==> config.mk <==
export PLATFORM = sky130hd
export DESIGN_NAME = lpc_datapath_flat
export DESIGN_NICKNAME = d
export VERILOG_FILES = /design/src/hdl/lpc_pkg.sv /design/src/hdl/div_if.sv /design/src/hdl/lpc_datapath.sv /design/src/flat_wrapper.sv
export SDC_FILE = /design/constraint.sdc
export NUM_CORES = 2
export LEC_CHECK = 0
export BUFFER_PORTS_ARGS = -buffer_cell sky130_fd_sc_hd__buf_2
export CORE_MARGIN = 10
export CORE_UTILIZATION = 65
export CTS_BUF_LIST = sky130_fd_sc_hd__clkbuf_2
export DETAILED_ROUTE_END_ITERATION = 10
export PLACE_DENSITY = 0.82
export SETUP_SLACK_MARGIN = 0.05
export SLEW_MARGIN = 15
export SYNTH_ARGS = -nofsm -noshare
export SYNTH_HDL_FRONTEND = slang
export SYNTH_SLANG_ARGS = --single-unit
==> constraint.sdc <==
create_clock -name clk -period 56.8 [get_ports clk]
set_input_delay 5.68 -clock clk [delete_from_list [all_inputs] [get_ports clk]]
set_output_delay 5.68 -clock clk [all_outputs]
set_load 0.01 [all_outputs]
==> src/hdl/lpc_pkg.sv <==
package lpc_pkg;

	// ----------------------------------------
	// word format and sizes
	// ----------------------------------------
	localparam int QW = 32;
	localparam int FRAC = 16;
	localparam int ORDER = 10;
	localparam int N_COEF = ORDER + 1;

	// restoring divider runs one step per quotient bit
	localparam int DIV_STEPS = QW + FRAC;

	// two's complement, FRAC fraction bits
	typedef logic signed [QW-1:0] q_t;

	// covers 0..ORDER for both i and j
	typedef logic [3:0] idx_t;

	localparam q_t ONE = q_t'(1 << FRAC);

	// ----------------------------------------
	// datapath operations, one per cycle
	// ----------------------------------------
	typedef enum logic [3:0] {
		NOP,
		LOAD_R,
		INIT_E,
		CLR_SUM,
		MAC_SUM,
		LATCH_K,
		UPDATE_A,
		SET_AI,
		COMMIT_A,
		UPDATE_E
	} op_t;

endpackage

==> src/hdl/div_if.sv <==
interface div_if;
	import lpc_pkg::*;

	logic start;
	q_t num;
	q_t den;
	q_t quot;
	logic done;

	// control side starts a division and waits on done
	modport ctrl (output start, input done);

	// datapath supplies operands and picks up the quotient
	modport data (output num, output den, input quot);

	modport div (input start, input num, input den, output quot, output done);

endinterface

==> src/hdl/lpc_datapath.sv <==
module lpc_datapath (
	input logic clk,
	input logic rst,
	input lpc_pkg::op_t op,
	input lpc_pkg::idx_t i,
	input lpc_pkg::idx_t j,
	input lpc_pkg::q_t corr_data,
	output lpc_pkg::q_t lpc_data,
	div_if.data div
);
	import lpc_pkg::*;

	q_t r [N_COEF];
	q_t a [N_COEF];
	q_t a_nxt [N_COEF];
	q_t sum;
	q_t k;
	q_t e;
	idx_t i_minus_j;
	q_t mul_a;
	q_t mul_b;
	logic signed [2*QW-1:0] prod;
	q_t mul_out;
	q_t add_a;
	q_t add_b;
	q_t add_out;
	q_t k_neg;
	q_t k_clamp;

	assign i_minus_j = i - j;

	// ----------------------------------------
	// shared multiplier and adder
	// ----------------------------------------
	always_comb
	begin
		mul_a = e;
		mul_b = sum;
		add_a = r[i];
		add_b = sum;
		case (op)
			MAC_SUM:
			begin
				mul_a = a[j];
				mul_b = r[i_minus_j];
				add_a = sum;
				add_b = mul_out;
			end
			UPDATE_A:
			begin
				mul_a = k;
				mul_b = a[i_minus_j];
				add_a = a[j];
				add_b = mul_out;
			end
			// one minus k squared, parked in sum for the error update
			COMMIT_A:
			begin
				mul_a = k;
				mul_b = k;
				add_a = ONE;
				add_b = -mul_out;
			end
			default:
			begin
			end
		endcase
	end

	assign prod = mul_a * mul_b;
	assign mul_out = prod[FRAC +: QW];
	assign add_out = add_a + add_b;

	// idle adder path gives R[i] plus the sum
	assign div.num = add_out;
	assign div.den = e;

	assign k_neg = -div.quot;
	assign k_clamp = (k_neg > ONE || k_neg < -ONE) ? '0 : k_neg;

	always_ff @(posedge clk or negedge rst)
	begin
		if (!rst)
		begin
			sum <= '0;
			k <= '0;
			e <= '0;
		end
		else
			case (op)
				INIT_E: e <= r[0];
				CLR_SUM: sum <= '0;
				MAC_SUM, COMMIT_A: sum <= add_out;
				LATCH_K: k <= k_clamp;
				UPDATE_E: e <= mul_out;
				default: ;
			endcase
	end

	always_ff @(posedge clk)
	begin
		case (op)
			LOAD_R: r[j] <= corr_data;
			INIT_E:
				for (int n = 0; n < N_COEF; n++)
				begin
					a[n] <= '0;
					a_nxt[n] <= '0;
				end
			UPDATE_A: a_nxt[j] <= add_out;
			SET_AI: a_nxt[i] <= k;
			COMMIT_A: a <= a_nxt;
			default: ;
		endcase
	end

	// a0 is fixed at one
	assign lpc_data = (j == '0) ? ONE : a[j];

endmodule

==> src/flat_wrapper.sv <==
// flat-port wrapper written by rule: the top's interface ports become plain ports
module lpc_datapath_flat import lpc_pkg::*;
  (clk, rst, op, i, j, corr_data, lpc_data, div_num, div_den, div_quot);
  div_if div_i ();
  input logic clk;
  input logic rst;
  input lpc_pkg::op_t op;
  input lpc_pkg::idx_t i;
  input lpc_pkg::idx_t j;
  input lpc_pkg::q_t corr_data;
  output lpc_pkg::q_t lpc_data;
  output wire logic [$bits(div_i.num)-1:0] div_num;
  output wire logic [$bits(div_i.den)-1:0] div_den;
  input wire logic [$bits(div_i.quot)-1:0] div_quot;
  assign div_num = div_i.num;
  assign div_den = div_i.den;
  assign div_i.quot = div_quot;
  lpc_datapath u_core (.clk(clk), .rst(rst), .op(op), .i(i), .j(j), .corr_data(corr_data), .lpc_data(lpc_data), .div(div_i));
endmodule
==> metrics.txt <==
outcome=finished with violations; failing checks=design-rule violations; FP Rows=139; min Tclk post-route=27610 ps; I/O Buffers=173; crit-path most repeated cell=fa_1; Slew @ Worst Pin=1390 ps; Synth area leader=edfxtp_1; layout cells sized above 1=0.154; cts repair resizes=0; Reg clk slew, reported paths=110 ps; Max-Cap Viols=0; Post-Route WL=349 mm; asr flop ratio synth=0.0833; area delta synth->final=6.30%; Final period util=0.486; first-pass GRT wire length=510 mm; H-tree levels=5; worst-case clock buffer depth=4; yosys warns=0; Final Hold Vio Count=0; Nets=9838; Post-Syn Area=93500 µm²; Hold Slack=473 ps; first-iteration detailed-routing DRC count=11300; Die X=399 µm; Post-synth top flop=edfxtp_1; Crit-path slowest cell=mux2i_1; met2 WL=148 mm; Synth top area share=0.339; Crit. End Element=output port; HP Class=flip-flop to flip-flop; Worst path top cell family by delay=adder cells; R2R Setup Slk=42230 ps; Syn Nets=9752; via/cell ratio=6.98; area of the core=143000 µm²; TritonCTS buffer count=315; Detailed Routing Iterations Pass 1=11; Seq cells post-synth=1152; Skew-Pair Late Insertion Delay=1730 ps; top routing layer in use=met5; ranking of synthesized cells by area=edfxtp_1 (34%), fa_1 (18%), mux2i_1 (7.0%); post-CTS setup buffers=0; Fin Clk Skew=246 ps; num ports=174; setup TNS=0 ps; fin cells=10900; Mean Syn Cell Area=10.8 µm²; Synth cell types=108; CTS Root Cell=clkbuf_2; total track usage=0.437; total number of vias=75800; Sinks on Clock Net=1152; Hold Buf Count CTS=0; vias in the first global route=77400; Final ANT Viol Nets=0; wl on met1=115 mm; metal3 WL=57.9 mm; CP Launch Type=input pin; CP bufs+invs=12; gr ovfl total=0; Rel. slew slack=0.0739; synthesized instance count=8635; post-synthesis sequential area ratio=0.365; critical path fanouts, max=32; Post-synth EDFFs=1056; GPL Wtd Cong=1.06; Worst Path Class, Setup=input pin to output port; Die ar.=159000 µm²; final setup violation count=0; DRC Markers=2; Worst path max stage delay=880 ps; Peak Freq=36.2 MHz; placed insts=10300; antenna violations before repair=45; Worst EP required=51120 ps; post-DP HPWL=242 mm; Die Ht=399 µm; Slew Limit Fails=0; largest net degree at the start of global routing=202; CTS tree=yes; wire per inst=32.1 µm; Critical Path AT=21930 ps; RSZ-0062 raised after global routing=false; initial core utilization=0.652
==> cells in the mapped netlist, types with 45 or more instances <==
cell / count
clkbuf_1: 532
nand2_1: 622
and2_1: 381
buf_1: 61
mux4_2: 256
a22oi_1: 102
xnor2_1: 80
a31oi_1: 56
buf_2: 46
nand2b_1: 74
nor3_1: 45
inv_1: 899
o21ai_0: 289
fa_1: 840
edfxtp_1: 1056
o22ai_1: 363
ha_1: 199
nor2_1: 928
a21o_1: 48
a21oi_1: 390
dfrtp_1: 96
mux2i_1: 651
==> state kept, by name, indices dropped and copies added, names as in the netlist <==
signal	flops
u_core.a	352
u_core.a_nxt	352
u_core.div.den	32
u_core.k	32
u_core.r	352
u_core.sum	32
==> metal layers <==
metal / track usage / up-vias
met5: 0 / -
met4: 0.300 / 46
met3: 0.184 / 1545
met2: 0.619 / 6724
met1: 0.542 / 37200
li1: - / 30300
==> cells in the final DEF, fill, tap and decap left out, drive strengths merged, types with 199 or more instances in the layout <==
master  count
edfxtp   1056
nor2      930
inv       905
fa        840
mux2i     652
nand2     622
clkbuf    456
buf       439
a21oi     395
and2      382
o22ai     363
o21ai     304
mux4      256
ha        199
==> worst reg2reg max path, delay by kind of cell, from the launching register on <==
family	cells	cell delay [ps]
buffers and inverters	8	1860
XOR/XNOR	2	700
AND/OR/NAND/NOR	11	2460
multiplexers	1	290
AO/OA/AOI/OAI	17	4530
flip-flops	1	390
adder cells (fa/ha/maj)	10	4020
==> cells by family (layout without fill, tap and decap cells) <==
logic type,count (synthesis),count (layout),share of synthesized area
AO/OA/AOI/OAI,1525,1525,0.102
AND/OR/NAND/NOR,2272,2272,0.111
XOR/XNOR,134,134,0.0136
adder cells (fa/ha/maj),1039,1039,0.207
multiplexers,942,942,0.136
flip-flops,1152,1152,0.365
buffers and inverters,1571,1859,0.0656
other,0,31,0
==> area by class of cell <==
cell class	instances	area [µm²]
Multi-Input combinational cell	5912	53800
Fill cell	10400	44000
Sequential cell	1152	34100
Inverter	901	3380
Timing Repair Buffer	439	2980
Tap cell	1903	2380
Clock buffer	456	2280
Clock inverter	63	350
Antenna cell	31	77.6
==> stage by stage <==
stage | setup WS, ps | utilization | cell area, µm²
after floorplan | 23560 | - | 93500
after global placement | 29750 | 0.674 | 96600
after detailed placement | 29670 | 0.674 | 96600
after CTS | 29570 | 0.693 | 99300
after global routing | 28600 | 0.693 | 99300
final | 29190 | 0.693 | 99300
==> worst paths after layout <==
check,end,from,cells past startpoint
max in group asynchronous,u_core.sum[14],rst,2
max,div_num[31],j[2],52
min,u_core.a[43],u_core.a_nxt[43],1
min in group asynchronous,u_core.k[23],rst,1
min reg2reg,u_core.a[43],u_core.a_nxt[43],1
max reg2reg,u_core.a_nxt[317],u_core.a[12],49
Power is left out: the tool's default activity adds up to more than one toggle a clock period on the data nets, which glitch-free logic cannot reach.
