`src/hdl/lpc_pkg.sv`:
```
package lpc_pkg;

	// ----------------------------------------
	// word format and sizes
	// ----------------------------------------
	localparam int QW = 32;
	localparam int FRAC = 16;
	localparam int ORDER = 10;
	localparam int N_COEF = ORDER + 1;

	// restoring divider runs one step per quotient bit
	localparam int DIV_STEPS = QW + FRAC;

	// two's complement, FRAC fraction bits
	typedef logic signed [QW-1:0] q_t;

	// covers 0..ORDER for both i and j
	typedef logic [3:0] idx_t;

	localparam q_t ONE = q_t'(1 << FRAC);

	// ----------------------------------------
	// datapath operations, one per cycle
	// ----------------------------------------
	typedef enum logic [3:0] {
		NOP,
		LOAD_R,
		INIT_E,
		CLR_SUM,
		MAC_SUM,
		LATCH_K,
		UPDATE_A,
		SET_AI,
		COMMIT_A,
		UPDATE_E
	} op_t;

endpackage

```
`src/hdl/div_if.sv`:
```
interface div_if;
	import lpc_pkg::*;

	logic start;
	q_t num;
	q_t den;
	q_t quot;
	logic done;

	// control side starts a division and waits on done
	modport ctrl (output start, input done);

	// datapath supplies operands and picks up the quotient
	modport data (output num, output den, input quot);

	modport div (input start, input num, input den, output quot, output done);

endinterface

```
`src/hdl/q_divider.sv`:
```
module q_divider (
	input logic clk,
	input logic rst,
	div_if.div div
);
	import lpc_pkg::*;

	logic busy;
	logic [$clog2(DIV_STEPS)-1:0] step;
	logic [QW-1:0] num_mag;
	logic [QW-1:0] den_mag;
	logic [QW-1:0] dvs;
	logic [QW-1:0] rem;
	logic [DIV_STEPS-1:0] dvd;
	logic neg;
	logic den_zero;
	logic [QW:0] rem_sh;
	logic [QW:0] rem_diff;
	logic ge;
	logic [DIV_STEPS-1:0] dvd_nxt;
	logic [QW-1:0] q_mag;

	assign num_mag = div.num[QW-1] ? -div.num : div.num;
	assign den_mag = div.den[QW-1] ? -div.den : div.den;

	// ----------------------------------------
	// one restoring step per cycle
	// ----------------------------------------
	assign rem_sh = {rem, dvd[DIV_STEPS-1]};
	assign rem_diff = rem_sh - {1'b0, dvs};
	assign ge = (rem_sh >= {1'b0, dvs});
	// quotient bits shift in from the bottom as the dividend leaves the top
	assign dvd_nxt = {dvd[DIV_STEPS-2:0], ge};
	assign q_mag = dvd_nxt[QW-1:0];

	always_ff @(posedge clk or negedge rst)
	begin
		if (!rst)
		begin
			busy <= 1'b0;
			step <= '0;
			div.done <= 1'b0;
		end
		else
		begin
			div.done <= 1'b0;
			if (div.start)
			begin
				busy <= 1'b1;
				step <= '0;
			end
			else if (busy)
			begin
				step <= step + 1'b1;
				if (step == DIV_STEPS - 1)
				begin
					busy <= 1'b0;
					div.done <= 1'b1;
				end
			end
		end
	end

	always_ff @(posedge clk)
	begin
		if (div.start)
		begin
			dvs <= den_mag;
			rem <= '0;
			dvd <= {num_mag, {FRAC{1'b0}}};
			neg <= div.num[QW-1] ^ div.den[QW-1];
			den_zero <= (div.den == '0);
		end
		else if (busy)
		begin
			rem <= ge ? rem_diff[QW-1:0] : rem_sh[QW-1:0];
			dvd <= dvd_nxt;
			// sign goes on after the last step, zero divisor forces zero
			if (step == DIV_STEPS - 1)
				div.quot <= den_zero ? '0 : (neg ? -q_mag : q_mag);
		end
	end

endmodule

```
`src/flat_wrapper.sv`:
```
// flat-port wrapper written by rule: the top's interface ports become plain ports
module q_divider_flat import lpc_pkg::*;
  (clk, rst, div_start, div_num, div_den, div_quot, div_done);
  div_if div_i ();
  input logic clk;
  input logic rst;
  input wire logic [$bits(div_i.start)-1:0] div_start;
  input wire logic [$bits(div_i.num)-1:0] div_num;
  input wire logic [$bits(div_i.den)-1:0] div_den;
  output wire logic [$bits(div_i.quot)-1:0] div_quot;
  output wire logic [$bits(div_i.done)-1:0] div_done;
  assign div_i.start = div_start;
  assign div_i.num = div_num;
  assign div_i.den = div_den;
  assign div_quot = div_i.quot;
  assign div_done = div_i.done;
  q_divider u_core (.clk(clk), .rst(rst), .div(div_i));
endmodule
```
`config.mk`:
```
export PLATFORM = sky130hd
export DESIGN_NAME = q_divider_flat
export DESIGN_NICKNAME = d
export VERILOG_FILES = /design/src/hdl/lpc_pkg.sv /design/src/hdl/div_if.sv /design/src/hdl/q_divider.sv /design/src/flat_wrapper.sv
export SDC_FILE = /design/constraint.sdc
export NUM_CORES = 1
export LEC_CHECK = 0
export ABC_CLOCK_PERIOD_IN_PS = 5110
export BUFFER_PORTS_ARGS = -buffer_cell sky130_fd_sc_hd__buf_2
export CAP_MARGIN = 20
export CORE_MARGIN = 1
export CORE_UTILIZATION = 56
export CTS_CLUSTER_SIZE = 14
export DETAILED_ROUTE_END_ITERATION = 12
export PLACE_DENSITY = 0.85
export SLEW_MARGIN = 20
export SYNTH_ARGS = -nofsm -noshare
export SYNTH_HDL_FRONTEND = slang
export SYNTH_SLANG_ARGS = --single-unit
```
`constraint.sdc`:
```
create_clock -name clk -period 5.11 [get_ports clk]
set_clock_uncertainty 0.1 [all_clocks]
set_input_delay 1.022 -clock clk [delete_from_list [all_inputs] [get_ports clk]]
set_output_delay 1.022 -clock clk [all_outputs]
set_load 0.01 [all_outputs]
```
==> results.py <==
metrics = {
    "cells_and_area": {
        "stdcell_area_um2": 10700,
        "area_growth_pct": 13.3,
        "layout.cells.non_filler": 1311,
        "fin_util_pct": 64.7,
        "nets": 1181,
        "layout-drive-gt1-share_pct": 14.4,
    },
    "timing": {
        "max-slew-margin-rel_pct": 34.5,
        "maxSlewViolCount": 0,
        "grt_setup_unrepaired": "false",
        "whs_ns": 0.325,
        "setup_viol": 0,
        "hold_viol": 0,
        "fmax_mhz": 208,
        "worstMarginPinSlew_ns": 0.982,
        "finalSetupTns_ns": 0,
        "setup_ws_ns": 0.312,
        "fin_crit_ns": 4.80,
        "fin_crit_sh_pct": 93.9,
    },
    "drt": {
        "drt_wl_total_um": 20800,
        "ant_nets": 0,
        "vias": 7746,
        "dr.first_iter.drc_count": 670,
        "drc": 0,
        "dr.pass1.iters": 7,
        "routed_via_density": 5.91,
        "wire_per_inst_um": 15.8,
    },
    "floorplanning": {
        "core_area_um2": 16500,
        "ios": 100,
        "initial_core_util_pct": 57.1,
        "die_h_um": 132,
        "rows": 47,
        "die-area_um2": 17300,
        "dieWidth_um": 132,
    },
    "worst_setup_path": {
        "cp_slowest_cell": "o211ai_1",
        "worstSetupEndpointType": "flip-flop",
        "path_max_fanout": 7,
        "rrSetupSlack_ns": 0.31,
        "required_ns": 5.16,
        "crit_path_max_incr_delay_ns": 0.43,
        "reg2reg_from": "u_core.dvs[7]",
        "ff2ff_path_depth": 18,
        "start_kind": "flip-flop",
        "cp_data_arrival_time_ns": 4.84,
        "critical_path_class": "reg2reg",
        "path_cells": "inv_1 -> ha_1 -> and4_1 -> and3_1 -> and2_1 -> a211o_1 -> o211ai_1 -> a31oi_2 -> or2_1 -> inv_2 -> ha_1 -> nand3b_1 -> nand2b_1 -> or2_2 -> or3_1 -> o31ai_1 -> xor2_1 -> nor2_1",
        "critical_path_buf_inv_count": 2,
        "cp_common_cell": "ha_1",
        "critical_path_cell_count": 18,
        "rr_endpoint": "u_core.div.quot[22]",
        "crit_family": "simple AND/OR/NAND/NOR gates",
    },
    "clocking": {
        "cts_sinks": 154,
        "root_buffer": "clkbuf_16",
        "htreeDepth": 4,
        "postCtsSetupBuffers": 0,
        "cts_buffers": 17,
        "clk_latency_ns": 0.43,
        "clockBufferDepth": 2,
        "cts_tree": "yes",
        "clk_pin_slew_worst_paths_ns": 0.07,
        "ctsResizeCount": 0,
        "ctsHoldBuffers": 0,
    },
    "placement": {
        "hpwl_um": 14400,
        "gp_congestion": 0.884,
        "pre_cts_ws_ns": 0.369,
        "placed_cell_area_um2": 10100,
        "place_inst": 1278,
        "numPortBuffers": 99,
    },
    "global_route": {
        "groute.usage.overall_pct": 24.5,
        "antenna_found_initial": 1,
        "grt_pass1_vias": 7199,
        "grt_pass1_wl_um": 34100,
        "grt_max_degree": 79,
        "grt_overflow": 0,
    },
    "synthesis": {
        "synth-edff-count": 98,
        "synth_seq_cells": 154,
        "ys_types": 62,
        "ys.warnings.count": 0,
        "netlist_top_cells_area": "edfxtp_1 31%, dfxtp_1 10%, xnor2_1 6.8%",
        "avgSynthCellArea_um2": 9.39,
        "async_flop_share_pct": 5.19,
        "synth_top_area_share_pct": 31.3,
        "syn-num-nets": 1105,
        "synth_top_area_cell": "edfxtp_1",
        "seq_area_frac_synth_pct": 43.6,
        "syn_area_um2": 9400,
        "synthCells": 1001,
        "synthFlopType": "edfxtp_1",
    },
    "power_and_ir_drop": {
        "power_mw": 4.68,
        "p_leak_nw": 4.48,
        "power_density_nw_per_um2": 440,
        "peakVddDrop_v": 0.000298,
    },
    "job": {
        "max-cap-violations": 0,
    },
    "outcome": {
        "status": "complete, no violations",
    },
    "min_path": {
        "hold_class": "in2async",
    },
}
## how the worst max path moves through the flow
stage / from / end
after floorplan: u_core.dvs[7] / u_core.div.quot[24]
after global placement: u_core.dvs[7] / u_core.div.quot[26]
after detailed placement: u_core.dvs[7] / u_core.div.quot[22]
after CTS: u_core.dvs[7] / u_core.div.quot[22]
after global routing: u_core.dvs[6] / u_core.div.quot[22]
final: u_core.dvs[7] / u_core.div.quot[22]
## cells in the final DEF, fill, tap and decap left out, drive strengths merged, types with 3 or more instances in the layout
master  netlist  routed
clkinv        0       3
a21o         15      15
and3          3       3
buf           7     108
xor2         43      43
edfxtp       98      98
inv          50      56
a211oi        5       5
nor2b         4       4
mux2i        24      24
ha           36      36
nand3        13      13
nand2b        8       8
or4           7       7
o31ai        27      27
a31oi         7       7
nor4          9       9
dfrtp         8       8
o21ai        71      71
o211ai        6       6
and2          5       5
or2           7       7
nor3          9       9
nand2       116     116
a22o         20      20
or3          20      20
clkbuf       44      23
a311oi       15      15
o21a          5       5
o41ai        21      21
a32oi         6       6
nor3b         4       4
nand4         7       7
a21oi        38      38
xnor2        73      73
nor2         97      97
dfxtp        48      48
nand3b        3       3
## cell usage after synthesis, types with 18 or more instances
master,count
nand2_1,116
edfxtp_1,98
nor2_1,97
xnor2_1,73
o21ai_0,71
inv_1,49
dfxtp_1,48
clkbuf_1,44
xor2_1,43
a21oi_1,38
ha_1,36
o31ai_1,27
mux2i_1,24
a22o_1,20
o41ai_1,20
or3_1,18
## cells by family (layout without fill, tap and decap cells)
logic type	after synthesis	after routing	synth area share, %
buf+inv	101	190	4.07
fa+ha+maj	37	37	5.00
simple gates	319	319	15.8
other cells	0	1	0
xor+xnor	116	116	10.8
mux	25	25	2.67
compound gates	249	249	18.0
flops	154	154	43.6
## final cells by class
type / count / area, um2
tap: 220 / 275
sequential: 154 / 4110
inverter: 50 / 188
clock buffer: 23 / 526
clock inverter: 9 / 71.3
antenna: 1 / 2.50
timing repair buffer: 108 / 566
fill: 1316 / 5810
multi-input combinational: 746 / 4920
## power by group
group          internal [mW]  switching [mW]
Clock                  0.736           0.522
Sequential              1.52           0.137
Combinational          0.725            1.04
Total                   2.98            1.70
## worst reg2reg max path, stage by stage (launching register included)
cell and delay, ns:
edfxtp_1 0.37, inv_1 0.07, ha_1 0.27, and4_1 0.28, and3_1 0.19, and2_1 0.15, a211o_1 0.37, o211ai_1 0.43
a31oi_2 0.16, or2_1 0.26, inv_2 0.06, ha_1 0.19, nand3b_1 0.14, nand2b_1 0.19, or2_2 0.31, or3_1 0.44
o31ai_1 0.32, xor2_1 0.17, nor2_1 0.05
## flip-flops by register name, summed over array words and instances (netlist names)
signal	count
u_core.rem	32
u_core.dvs	32
u_core.div.done	1
u_core.dvd	48
u_core.div.quot	32
u_core.step	6
u_core.neg	1
u_core.busy	1
u_core.den_zero	1
## per-layer routing
layer / wire length, um / GRT usage, %
met1: 9240 / 31.8
met2: 10000 / 40.7
met3: 1160 / 3.97
met4: 338 / 9.69
met5: 0 / 0
No activity file was read; power rests on OpenSTA's default activity.
