$ cat config.mk
export PLATFORM = sky130hd
export DESIGN_NAME = ld_control_flat
export DESIGN_NICKNAME = d
export VERILOG_FILES = /design/src/hdl/lpc_pkg.sv /design/src/hdl/div_if.sv /design/src/hdl/ld_control.sv /design/src/flat_wrapper.sv
export SDC_FILE = /design/constraint.sdc
export NUM_CORES = 1
export LEC_CHECK = 0
export ABC_CLOCK_PERIOD_IN_PS = 3030
export BUFFER_PORTS_ARGS = -buffer_cell sky130_fd_sc_hd__clkbuf_2
export CAP_MARGIN = 20
export CORE_UTILIZATION = 44
export DETAILED_ROUTE_END_ITERATION = 6
export PLACE_DENSITY = 0.71
export SYNTH_ARGS = -nofsm -noshare
export SYNTH_HDL_FRONTEND = slang
export SYNTH_SLANG_ARGS = --single-unit
$ cat constraint.sdc
create_clock -name clk -period 3.03 [get_ports clk]
set_input_delay 0.1515 -clock clk [delete_from_list [all_inputs] [get_ports clk]]
set_output_delay 0.1515 -clock clk [all_outputs]
set_load 0.005 [all_outputs]
$ cat src/hdl/lpc_pkg.sv
package lpc_pkg;

	// ----------------------------------------
	// word format and sizes
	// ----------------------------------------
	localparam int QW = 32;
	localparam int FRAC = 16;
	localparam int ORDER = 10;
	localparam int N_COEF = ORDER + 1;

	// restoring divider runs one step per quotient bit
	localparam int DIV_STEPS = QW + FRAC;

	// two's complement, FRAC fraction bits
	typedef logic signed [QW-1:0] q_t;

	// covers 0..ORDER for both i and j
	typedef logic [3:0] idx_t;

	localparam q_t ONE = q_t'(1 << FRAC);

	// ----------------------------------------
	// datapath operations, one per cycle
	// ----------------------------------------
	typedef enum logic [3:0] {
		NOP,
		LOAD_R,
		INIT_E,
		CLR_SUM,
		MAC_SUM,
		LATCH_K,
		UPDATE_A,
		SET_AI,
		COMMIT_A,
		UPDATE_E
	} op_t;

endpackage

$ cat src/hdl/div_if.sv
interface div_if;
	import lpc_pkg::*;

	logic start;
	q_t num;
	q_t den;
	q_t quot;
	logic done;

	// control side starts a division and waits on done
	modport ctrl (output start, input done);

	// datapath supplies operands and picks up the quotient
	modport data (output num, output den, input quot);

	modport div (input start, input num, input den, output quot, output done);

endinterface

$ cat src/hdl/ld_control.sv
module ld_control (
	input logic clk,
	input logic rst,
	input logic corr_req,
	input logic lpc_ack,
	input logic j_below_i,
	input logic j_last_word,
	input logic i_last,
	output logic corr_ack,
	output logic lpc_req,
	output lpc_pkg::op_t op,
	output logic i_clr,
	output logic i_inc,
	output logic j_clr,
	output logic j_inc,
	div_if.ctrl div
);
	import lpc_pkg::*;

	typedef enum logic [3:0] {
		S_IDLE,
		S_LD_REQ,
		S_LD_ACK,
		S_INIT,
		S_ITER,
		S_SUM,
		S_DIV_GO,
		S_DIV_WAIT,
		S_UPD_A,
		S_SET_AI,
		S_COMMIT,
		S_UPD_E,
		S_UL_REQ,
		S_UL_ACK
	} state_t;

	state_t state;
	state_t nxt_state;

	always_ff @(posedge clk or negedge rst)
	begin
		if (!rst)
			state <= S_IDLE;
		else
			state <= nxt_state;
	end

	// handshake levels come straight from the state
	assign corr_ack = (state == S_LD_ACK);
	assign lpc_req = (state == S_UL_REQ);

	always_comb
	begin
		nxt_state = state;
		op = NOP;
		i_clr = 1'b0;
		i_inc = 1'b0;
		j_clr = 1'b0;
		j_inc = 1'b0;
		div.start = 1'b0;
		case (state)
			// i_clr together with j_clr puts j at zero
			S_IDLE:
			begin
				i_clr = 1'b1;
				j_clr = 1'b1;
				nxt_state = S_LD_REQ;
			end
			S_LD_REQ:
				if (corr_req)
				begin
					op = LOAD_R;
					nxt_state = S_LD_ACK;
				end
			S_LD_ACK:
				if (!corr_req)
				begin
					j_inc = !j_last_word;
					nxt_state = j_last_word ? S_INIT : S_LD_REQ;
				end
			S_INIT:
			begin
				op = INIT_E;
				nxt_state = S_ITER;
			end
			// ----------------------------------------
			// one iteration of the recursion
			// ----------------------------------------
			S_ITER:
			begin
				op = CLR_SUM;
				j_clr = 1'b1;
				nxt_state = S_SUM;
			end
			S_SUM:
				if (j_below_i)
				begin
					op = MAC_SUM;
					j_inc = 1'b1;
				end
				else
					nxt_state = S_DIV_GO;
			S_DIV_GO:
			begin
				div.start = 1'b1;
				nxt_state = S_DIV_WAIT;
			end
			S_DIV_WAIT:
				if (div.done)
				begin
					op = LATCH_K;
					j_clr = 1'b1;
					nxt_state = S_UPD_A;
				end
			S_UPD_A:
				if (j_below_i)
				begin
					op = UPDATE_A;
					j_inc = 1'b1;
				end
				else
					nxt_state = S_SET_AI;
			S_SET_AI:
			begin
				op = SET_AI;
				nxt_state = S_COMMIT;
			end
			S_COMMIT:
			begin
				op = COMMIT_A;
				nxt_state = S_UPD_E;
			end
			S_UPD_E:
			begin
				op = UPDATE_E;
				i_inc = !i_last;
				i_clr = i_last;
				j_clr = i_last;
				nxt_state = i_last ? S_UL_REQ : S_ITER;
			end
			// ----------------------------------------
			// unload a0..a10
			// ----------------------------------------
			S_UL_REQ:
				if (lpc_ack)
					nxt_state = S_UL_ACK;
			S_UL_ACK:
				if (!lpc_ack)
				begin
					j_inc = !j_last_word;
					nxt_state = j_last_word ? S_IDLE : S_UL_REQ;
				end
			default:
				nxt_state = S_IDLE;
		endcase
	end

endmodule

$ cat src/flat_wrapper.sv
// flat-port wrapper written by rule: the top's interface ports become plain ports
module ld_control_flat import lpc_pkg::*;
  (clk, rst, corr_req, lpc_ack, j_below_i, j_last_word, i_last, corr_ack, lpc_req, op, i_clr, i_inc, j_clr, j_inc, div_start, div_done);
  div_if div_i ();
  input logic clk;
  input logic rst;
  input logic corr_req;
  input logic lpc_ack;
  input logic j_below_i;
  input logic j_last_word;
  input logic i_last;
  output logic corr_ack;
  output logic lpc_req;
  output lpc_pkg::op_t op;
  output logic i_clr;
  output logic i_inc;
  output logic j_clr;
  output logic j_inc;
  output wire logic [$bits(div_i.start)-1:0] div_start;
  input wire logic [$bits(div_i.done)-1:0] div_done;
  assign div_start = div_i.start;
  assign div_i.done = div_done;
  ld_control u_core (.clk(clk), .rst(rst), .corr_req(corr_req), .lpc_ack(lpc_ack), .j_below_i(j_below_i), .j_last_word(j_last_word), .i_last(i_last), .corr_ack(corr_ack), .lpc_req(lpc_req), .op(op), .i_clr(i_clr), .i_inc(i_inc), .j_clr(j_clr), .j_inc(j_inc), .div(div_i));
endmodule
==> flow_metrics.py <==
metrics = {
    "run_status": {
        "status": "finished clean",
    },
    "floorplanning": {
        "pin_count": 19,
        "start_util_pct": 49.5,
        "fp.dieW_um": 38.3,
        "core-area_mm2": 0.00117,
        "die_y_um": 38.3,
        "dieArea_mm2": 0.00147,
        "rows": 12,
    },
    "placed_design": {
        "dp_slack_ns": 1.05,
        "io_buffers": 18,
        "dpl.hpwl_um": 1020,
        "gp_congestion": 0.701,
        "dpl_cell_area_um2": 639,
    },
    "clocking": {
        "cts_tree": "yes",
        "clock_path_buffers": 2,
        "cts.sinks": 4,
        "cts_buffers": 3,
        "cts_htree_levels": 1,
        "cts-root-buf": "clkbuf_4",
        "path_clk_slew_ns": 0.04,
        "post_cts_buffers": 0,
        "clk_latency_ns": 0.23,
    },
    "layout": {
        "diodes": 0,
        "reg_top3": "u_core.state x4",
        "regMostFlops": "u_core.state",
        "areaGrowthSynthToFinish_pct": 16.0,
        "nNetsFinal": 105,
        "drive_above_1_share_pct": 27.4,
        "largest_reg_flops": 4,
        "fin_area_um2": 672,
    },
    "yosys": {
        "syn_area_per_cell_um2": 7.06,
        "synth-edff-count": 0,
        "synth-main-ff-cell": "dfrtp_1",
        "synth_top_area_share_pct": 17.3,
        "synth-seq-cells": 4,
        "ys_top_cells_by_area": "dfrtp_1 (17%), o21ai_0 (6.0%), mux2_4 (5.2%), nor2_1 (5.2%), a21oi_1 (4.3%)",
        "ys_types": 38,
        "yosys.area.top_type": "dfrtp_1",
        "synth_nets": 90,
        "synthTopCellsByCount": "nor2_1 (8), o21ai_0 (7), a21oi_1 (5), clkbuf_1 (5), nand2_1 (5)",
        "seq_area_frac_synth_pct": 17.3,
        "synthesis.area_um2": 579,
        "async_flop_share_pct": 100,
        "yosysMostFrequentCell": "nor2_1",
        "synthCells": 82,
        "yosys_warnings": 0,
    },
    "global_route": {
        "use_met2_pct": 37.3,
        "track_usage_pct": 21.4,
        "first_global_vias": 552,
        "use_met1_pct": 27.0,
        "grt_busiest_layer": "met2",
        "grt_max_degree": 28,
        "grt_pass1_wl_um": 2250,
        "use_met3_pct": 3.49,
        "antenna_found_initial": 0,
        "overflow": 0,
    },
    "detailed_routing": {
        "antenna_left": 0,
        "routed_wl_um": 1440,
        "vias": 674,
        "wire_per_inst_um": 13.2,
        "drtPass1Iterations": 4,
        "viasPerCell": 6.18,
        "drc": 0,
        "drtIter0Drc": 4,
    },
    "power": {
        "power_density_mw_per_mm2": 1080,
        "p_leak_nw": 0.315,
        "finalPower_w": 0.000727,
        "vdd_drop_max_mv": 0.507,
    },
    "hold_path": {
        "holdCritPathClass": "primary input to async pin",
    },
    "job": {
        "cap_violations": 0,
    },
    "worst_setup_path": {
        "cp_data_arrival_time_ns": 2.15,
        "critPathMaxFanout": 27,
        "start_kind": "flip-flop",
        "cp-end-kind": "flip-flop",
        "crit_type": "flip-flop to flip-flop",
        "cp.required_ns": 3.14,
    },
    "sta": {
        "maxSlewViolCount": 0,
        "skew_ns": 0.000585,
        "rsz0062_at_grt": "false",
        "hold_violations": 0,
        "fmax_mhz": 491,
        "fin_ws_ns": 0.993,
        "slew_headroom_pct": 53.4,
        "worstMarginPinSlew_ns": 0.698,
        "post-route-period-util_pct": 67.2,
        "final.setup.tns_ns": 0,
        "period_needed_ns": 2.04,
        "setup_viol": 0,
    },
}
-- worst max-delay path: stages, from the launching register on --
cell,delay (ns)
dfrtp_1,0.78
nor4bb_1,0.18
o31ai_2,0.35
o311a_2,0.29
mux2_4,0.31
-- where the power goes --
| part | internal (W) | switching [W] | total (W) | leakage (nW) |
|---|---|---|---|---|
| Sequential | 0.0000803 | 0.000140 | 0.000221 | 0.0487 |
| Clock | 0.0000442 | 0.0000201 | 0.0000643 | 0.0138 |
| Combinational | 0.000242 | 0.000201 | 0.000443 | 0.252 |
| Total | 0.000366 | 0.000361 | 0.000727 | 0.315 |
-- metrics by stage --
step                util (%)  hold slack, ns  cells
global placement        54.6         -0.0413    105
global route            57.4           0.267    109
detailed placement      54.6         -0.0407    105
finish                  57.4           0.273    109
floorplan                  -          -0.144     82
CTS                     57.4           0.264    109
-- path summary, 6_finish.rpt --
path | start | endpoint | slack, ns | cells past startpoint
hold / removal | rst | u_core.state[1] | 0.27 | 2
max in group asynchronous | rst | u_core.state[3] | 2.63 | 2
hold reg to reg | u_core.state[1] | u_core.state[2] | 0.95 | 2
setup reg to reg | u_core.state[0] | u_core.state[3] | 0.99 | 4
setup / recovery | u_core.state[0] | u_core.state[3] | 0.99 | 4
min in group clk | corr_req | u_core.state[1] | 0.40 | 3
-- logic make-up after synthesis --
group | count (synthesis) | synth area share, %
compound gates | 27 | 32.0
buf+inv | 13 | 10.8
flops | 4 | 17.3
mux | 3 | 6.91
simple gates | 35 | 33.0
-- area by class of cell --
type                    instances  area [um^2]
fillers                       120          499
clock buffers                   3         22.5
well taps                      14         17.5
repair buffers                 19          100
inverters                       4         15.0
flip-flops and latches          4          100
multi-input cells              65          417
-- cells in the final DEF, fill, tap and decap left out, drive strengths merged, types with 3 or more instances in the layout --
cell and count:
a21oi 5, a31oi 3, clkbuf 21, dfrtp 4, inv 4, nand2 5, nand2b 4, nand3 3
nor2 8, nor3 3, o21ai 7
-- per-layer routing --
metal  routed length (um)  part of all wire [%]
met1                  661                    46
met2                  712                    50
met3                   63                   4.4
met4                    0                     0
met5                    0                     0
-- timing repair --
item                      4_1_cts  5_1_grt
hold endpoints to repair        4        0
gates resized for setup         0        0
hold buffers                    1        0
(Power assumes the default switching activity.)
