===== src/hdl/lpc_pkg.sv =====
package lpc_pkg;

	// ----------------------------------------
	// word format and sizes
	// ----------------------------------------
	localparam int QW = 32;
	localparam int FRAC = 16;
	localparam int ORDER = 10;
	localparam int N_COEF = ORDER + 1;

	// restoring divider runs one step per quotient bit
	localparam int DIV_STEPS = QW + FRAC;

	// two's complement, FRAC fraction bits
	typedef logic signed [QW-1:0] q_t;

	// covers 0..ORDER for both i and j
	typedef logic [3:0] idx_t;

	localparam q_t ONE = q_t'(1 << FRAC);

	// ----------------------------------------
	// datapath operations, one per cycle
	// ----------------------------------------
	typedef enum logic [3:0] {
		NOP,
		LOAD_R,
		INIT_E,
		CLR_SUM,
		MAC_SUM,
		LATCH_K,
		UPDATE_A,
		SET_AI,
		COMMIT_A,
		UPDATE_E
	} op_t;

endpackage


===== src/hdl/ld_index_counter.sv =====
module ld_index_counter (
	input logic clk,
	input logic rst,
	input logic i_clr,
	input logic i_inc,
	input logic j_clr,
	input logic j_inc,
	output lpc_pkg::idx_t i,
	output lpc_pkg::idx_t j,
	output logic j_below_i,
	output logic j_last_word,
	output logic i_last
);
	import lpc_pkg::*;

	always_ff @(posedge clk or negedge rst)
	begin
		if (!rst)
		begin
			i <= '0;
			j <= '0;
		end
		else
		begin
			if (i_clr)
				i <= idx_t'(1);
			else if (i_inc)
				i <= i + idx_t'(1);

			// word index for load and unload, element index for the inner loops
			if (j_clr)
				j <= i_clr ? idx_t'(0) : idx_t'(1);
			else if (j_inc)
				j <= j + idx_t'(1);
		end
	end

	assign j_below_i = (j < i);
	assign j_last_word = (j == idx_t'(ORDER));
	assign i_last = (i == idx_t'(ORDER));

endmodule


===== config.mk =====
export PLATFORM = sky130hd
export DESIGN_NAME = ld_index_counter
export DESIGN_NICKNAME = d
export VERILOG_FILES = /design/src/hdl/lpc_pkg.sv /design/src/hdl/ld_index_counter.sv
export SDC_FILE = /design/constraint.sdc
export NUM_CORES = 1
export LEC_CHECK = 0
export BUFFER_PORTS_ARGS = -buffer_cell sky130_fd_sc_hd__buf_2
export CAP_MARGIN = 20
export CORE_AREA = 2 2 39 41
export DETAILED_ROUTE_END_ITERATION = 16
export DIE_AREA = 0 0 41 43
export PLACE_DENSITY_LB_ADDON = 0.12
export SYNTH_ARGS = -nofsm -noshare
export SYNTH_HDL_FRONTEND = slang
export SYNTH_SLANG_ARGS = --single-unit

===== constraint.sdc =====
create_clock -name clk -period 1.25 [get_ports clk]
set_input_delay 0 -clock clk [delete_from_list [all_inputs] [get_ports clk]]
set_output_delay 0 -clock clk [all_outputs]
set_load 0.005 [all_outputs]

==> flow_summary.yaml, run 1 <==
run_status:
  status: "finished with violations"
  violations: "setup timing"
synthesis:
  synth_area_leaders: "dfrtp_1 (41%), ha_1 (18%), nor2_1 (7.0%), xnor2_1 (5.4%), xor2_1 (5.4%)"
  async_flop_share_pct: 100.0
  synth_edf_count: 0
  synth_top_family_by_area: "adder cells"
  netlist_area_um2: 483.0
  synthFlopType: "dfrtp_1"
  seq_area_frac_synth_pct: 41.45
  synthAdderAreaFrac_pct: 18.13
  synthDistinctLibCells: 16
  yosysWarnings: 0
  ys_ff_latch: 8
  synth-simple-area-share_pct: 16.58
  synth_top_area_share_pct: 41.45
  synth-compound-area-share_pct: 3.886
  synth-xor-area-share_pct: 10.88
  yosysTopAreaCell: "dfrtp_1"
  synth_mux_area_share_pct: 4.404
  synth_fp_nets: 63
  avgSynthCellArea_um2: 9.659
  syn_inst: 50
critical_path:
  r2r-start: "j[1]"
  cp-end-kind: "primary output"
  startpoint_type: "flip-flop"
  required_ns: 1.25
  startpoint: "j[1]"
  criticalPathCategory: "flip-flop to primary output"
  arrival_ns: 1.36
  cp_max_fo: 2
power_and_ir_drop:
  peakVddDrop_mv: 0.4250
  power.total_mw: 0.7066
  p_per_area_nw_per_um2: 977.1
  power_leakage_nw: 0.4055
hold_path:
  hp-start: "i_inc"
  hold_path.class: "primary input to flip-flop"
cells_and_area:
  drive_above_1_share_pct: 41.46
  n_fill_cell: 145
  multi_input_area_um2: 272.8
  final_net_count: 97
  mostFrequentLayoutCells: "buf_2 (16), buf_4 (10), nor2_1 (9), dfrtp_1 (8), ha_1 (6)"
  antenna_cells: 0
  regArea_um2: 200.2
  final_common_cell: "buf_2"
  area_growth_pct: 49.74
  final_core_util_pct: 52.26
clock_network:
  cts_root_buffer: "clkbuf_4"
  clk_pin_slew_ns: 0.06
  clk_latency_ns: 0.25
  cts_made_buffers: 3
  tritoncts: "done"
  cts.sinks: 8
  htreeDepth: 1
  cts.path.max_buffers: 2
timing:
  clock_skew_ns: 0.003812
  whs_ns: 0.05648
  grt_setup_unrepaired: "true"
  fin_crit_sh_pct: 108.6
  max_freq_mhz: 736.8
  setup_slack_ns: -0.1073
  tightest_slew_ns: 0.2199
  finalSetupViolations: 1
  slew_viol_final: 0
  hold_viol_final: 0
  relSlewSlack_pct: 85.34
  min_period_ns: 1.357
floorplan:
  die_h_um: 43
  core_area_um2: 1384
  dieArea_um2: 1763
  ios: 17
  fp-row-count: 14
  initial_core_util_pct: 34.90
  fp.dieW_um: 41
drt:
  drcViolationCount: 0
  drt_pass1_iterations: 2
  first_iter_violations: 2
  via_per_inst: 4.592
  avgRoutedWirePerCell_um: 11.68
  drtAntennaViolNets: 0
  wl_mm: 1.145
  vias: 450
global_route:
  grt_start_max_net_pins: 9
  grt_pass1_vias: 452
  grt-ovfl-total: 0
  antenna_found_initial: 0
  grtUsageTotal_pct: 16.29
  grt_pass1_wl_mm: 1.904
placed_design:
  port_buffers: 16
  dp_hpwl_um: 780.1
  finalWeightedCongestion: 0.7332
run:
  cap_violations: 0
## logic make-up (layout without fill, tap and decap cells)
| kind of cell | count (synthesis) | in the layout |
|---|---|---|
| AOI/OAI and AO/OA | 3 | 3 |
| xor gates and xnor gates | 6 | 6 |
| adders and majority gates | 7 | 7 |
| buffers and inverters | 6 | 38 |
| DFF | 8 | 8 |
| muxes | 2 | 2 |
| and+or+nand+nor | 18 | 18 |
## cells in the mapped netlist (2+ instances only)
| cell type | number |
|---|---|
| nor3_1 | 2 |
| xnor2_1 | 3 |
| xor2_1 | 3 |
| inv_1 | 6 |
| nor2_1 | 9 |
| ha_1 | 7 |
| nand4_1 | 2 |
| dfrtp_1 | 8 |
| nand2_1 | 3 |
## stage by stage
step	TNS (ns)	setup WS, ns	instance area [um2]	instances
2_1_floorplan	0	0.1150	483.0	50
5_1_grt	-0.2683	-0.1516	723.2	98
3_5_place_dp	0	0.05863	605.6	85
3_3_place_gp	0	0.08880	605.6	85
6_report	-0.1073	-0.1073	723.2	98
4_1_cts	-0.1026	-0.1026	723.2	98
## worst paths after layout
check / end / cells after the start / slack, ns
max: j_below_i / 4 / -0.11
max reg2reg: j[2] / 6 / 0.02
max in group asynchronous: i[3] / 2 / 0.95
min reg2reg: i[0] / 3 / 0.63
min: i[0] / 3 / 0.06
min in group asynchronous: j[2] / 2 / 0.12
## cell type report
cell class	count	share of cell area (%)
Clock buffer	3	3.114
Sequential cell	8	27.68
Inverter	6	3.114
Tap cell	16	2.768
Multi-Input combinational cell	36	37.72
Timing Repair Buffer	29	25.61
## registers in the layout (all words and copies together), names as in the netlist
register and count:
i 4, j 4
## where the power goes
| part | switching, mW | internal [mW] | leakage (nW) |
|---|---|---|---|
| Sequential | 0.0185 | 0.279 | 0.103 |
| Clock | 0.0829 | 0.110 | 0.0138 |
| Combinational | 0.0995 | 0.117 | 0.288 |
| Total | 0.201 | 0.506 | 0.405 |
## critical path, cell delays in order, from the launching register on
cell and delay (ns):
dfrtp_1 0.39, ha_1 0.27, o21ai_1 0.06, a211o_1 0.26
buf_2 0.12
## metal layers
| layer | GRT usage (%) | vias up | wire length (um) |
|---|---|---|---|
| li1 | - | 228 | - |
| met1 | 20.20 | 215 | 499 |
| met2 | 25.62 | 7 | 607 |
| met3 | 3.141 | 0 | 38 |
| met4 | 8.000 | 0 | 0 |
| met5 | 0 | - | 0 |
## timing repair
| action | CTS | global route |
|---|---|---|
| hold buffers | 3 | 0 |
| setup buffers | 7 | 0 |
| endpoints found under the hold margin | 15 | 0 |
| pin swaps | 0 | 1 |
| resized for setup | 5 | 1 |
| endpoints found under the setup margin | 1 | 3 |
Note: power is estimated with default switching activity, not from simulation.
==> inputs of run 2 (changes only) <==
==> constraint.sdc (replaced) <==
create_clock -name clk -period 1.25 [get_ports clk]
set_input_delay 0.125 -clock clk [delete_from_list [all_inputs] [get_ports clk]]
set_output_delay 0.125 -clock clk [all_outputs]
set_load 0.005 [all_outputs]
==> run 2 against run 1 <==
Clock skew down 0.0037 ns. Critical path type unchanged. Final area unchanged. The run still ends with setup timing left. Largest power group unchanged. Non-clock buffer count down 2.
==> flow_summary.yaml, run 2 (same netlist as run 1, synthesis figures left out) <==
run_status:
  status: "finished with violations"
  violations: "setup timing"
clock_network:
  clk_pin_slew_ns: 0.05
  cts.path.max_buffers: 2
  cts_root_buffer: "clkbuf_4"
  cts_made_buffers: 3
  clk_latency_ns: 0.25
  tritoncts: "done"
  cts.sinks: 8
  htreeDepth: 1
cells_and_area:
  antenna_cells: 0
  area_growth_pct: 49.74
  final_net_count: 95
  n_fill_cell: 145
  mostFrequentLayoutCells: "buf_2 (16), buf_4 (10), nor2_1 (9), dfrtp_1 (7), inv_1 (5)"
  drive_above_1_share_pct: 45.00
  final_common_cell: "buf_2"
  reg_top3: "i: 4 flops, j: 4 flops"
  fin_area_um2: 723.2
critical_path:
  criticalPathCategory: "flip-flop to primary output"
  reg2reg_depth: 4
  path_cells: "inv_1 > ha_2 > nor3_1 > a211o_1 > buf_2"
  r2r_setup_slack_ns: 0.06
  r2r-end: "i[1]"
  startpoint: "i[3]"
  cp-end-kind: "primary output"
  startpoint_type: "flip-flop"
  required_ns: 1.12
  arrival_ns: 1.36
  cp_max_fo: 3
  cp_slowest_stage_delay_ns: 0.38
  crit_end: "j_below_i"
  cp_slowest_cell: "dfrtp_1"
  r2r-start: "i[1]"
timing:
  timing.setup.tns_ns: -0.4401
  relSlewSlack_pct: 87.95
  finalSetupViolations: 3
  slew_viol_final: 0
  max_freq_mhz: 671.3
  tightest_slew_ns: 0.1794
  clock_skew_ns: 0.0001366
  grt_setup_unrepaired: "true"
  setup_slack_ns: -0.2397
  fin_crit_sh_pct: 119.2
  min_period_ns: 1.490
  hold_viol_final: 0
drt:
  vias: 429
  drcViolationCount: 0
  avgRoutedWirePerCell_um: 10.42
  drt_pass1_iterations: 3
  first_iter_violations: 1
  wl_mm: 1.000
  via_per_inst: 4.469
  drtAntennaViolNets: 0
floorplan:
  die_h_um: 43
  initial_core_util_pct: 34.90
  fp-row-count: 14
  dieArea_um2: 1763
  fp.dieW_um: 41
  core_area_um2: 1384
  ios: 17
power_and_ir_drop:
  power_leakage_nw: 0.3973
  p_per_area_nw_per_um2: 984.1
  peakVddDrop_mv: 0.4391
placed_design:
  place_area_um2: 643.1
  dp_hpwl_um: 760.1
  port_buffers: 16
  finalWeightedCongestion: 0.7124
hold_path:
  hold_path.class: "primary input to flip-flop"
  hp-start: "i_clr"
global_route:
  grt_start_max_net_pins: 9
  grt-ovfl-total: 0
  antenna_found_initial: 0
  grt_pass1_wl_mm: 1.531
  grt_pass1_vias: 379
  grtUsageTotal_pct: 13.50
run:
  cap_violations: 0
-- run 2: changes by cell type in the layout (fill, tap and decap cells not counted), sizes merged --
cell / previous run / this run
dlygate4sd3: 3 / 1
-- run 2: stage by stage --
step           std cells  hold WS, ns  util (%)  setup WS (ns)  power, mW
3_3_place_gp          90     -0.02115     46.47       0.009982     0.4903
4_1_cts               94      0.08300     50.00        -0.2747     0.7169
2_1_floorplan         50      -0.1706         -        0.08106     0.3952
5_1_grt               96      0.08131     52.26        -0.2920     0.7747
3_5_place_dp          90     -0.02534     46.47       0.008883     0.4920
6_report              96      0.09357     52.26        -0.2397     0.7117
-- run 2: cell type report --
type                            count  area, um2  area share, %
Sequential cell                     8      201.4          27.85
Inverter                            6      22.52          3.114
Multi-Input combinational cell     36      291.5          40.31
Clock buffer                        3      22.52          3.114
Tap cell                           16      20.02          2.768
Timing Repair Buffer               27      165.2          22.84
-- run 2: critical path, delay by kind of cell (launching register included) --
family	cells	cell delay, ns
compound gates	1	0.28
fa+ha+maj	1	0.20
buf+inv	2	0.20
flops	1	0.38
simple gates	1	0.06
-- run 2: repair_timing --
| action | in CTS | in global routing |
|---|---|---|
| gates resized for setup | 4 | 3 |
| endpoints found under the hold margin | 8 | 0 |
| hold buffers | 1 | 0 |
| pin swaps | 2 | 3 |
| setup buffers | 0 | 2 |
| setup endpoints to repair | 3 | 3 |
| gates cloned | 0 | 0 |
-- run 2: how the worst min path moves through the flow --
stage          endpoint  slack, ns  cells after the start
3_3_place_gp       j[3]      -0.02                      1
5_1_grt            i[3]       0.08                      2
6_report           i[1]       0.09                      2
2_1_floorplan      i[0]      -0.17                      0
4_1_cts            j[2]       0.08                      2
3_5_place_dp       j[3]      -0.03                      1
-- run 2: where the power goes --
| group | switching, mW | total [mW] | internal (mW) | leakage [nW] |
|---|---|---|---|---|
| Combinational | 0.0983 | 0.216 | 0.118 | 0.281 |
| Clock | 0.0863 | 0.196 | 0.110 | 0.0138 |
| Sequential | 0.0194 | 0.300 | 0.280 | 0.102 |
-- run 2: per-layer routing --
metal	routed length, um	GRT usage [%]	share of wire, %
met5	0	0	0
met2	480	17.81	48
met3	39	4.712	3.9
met1	470	16.33	47
met4	10	12.00	1.0
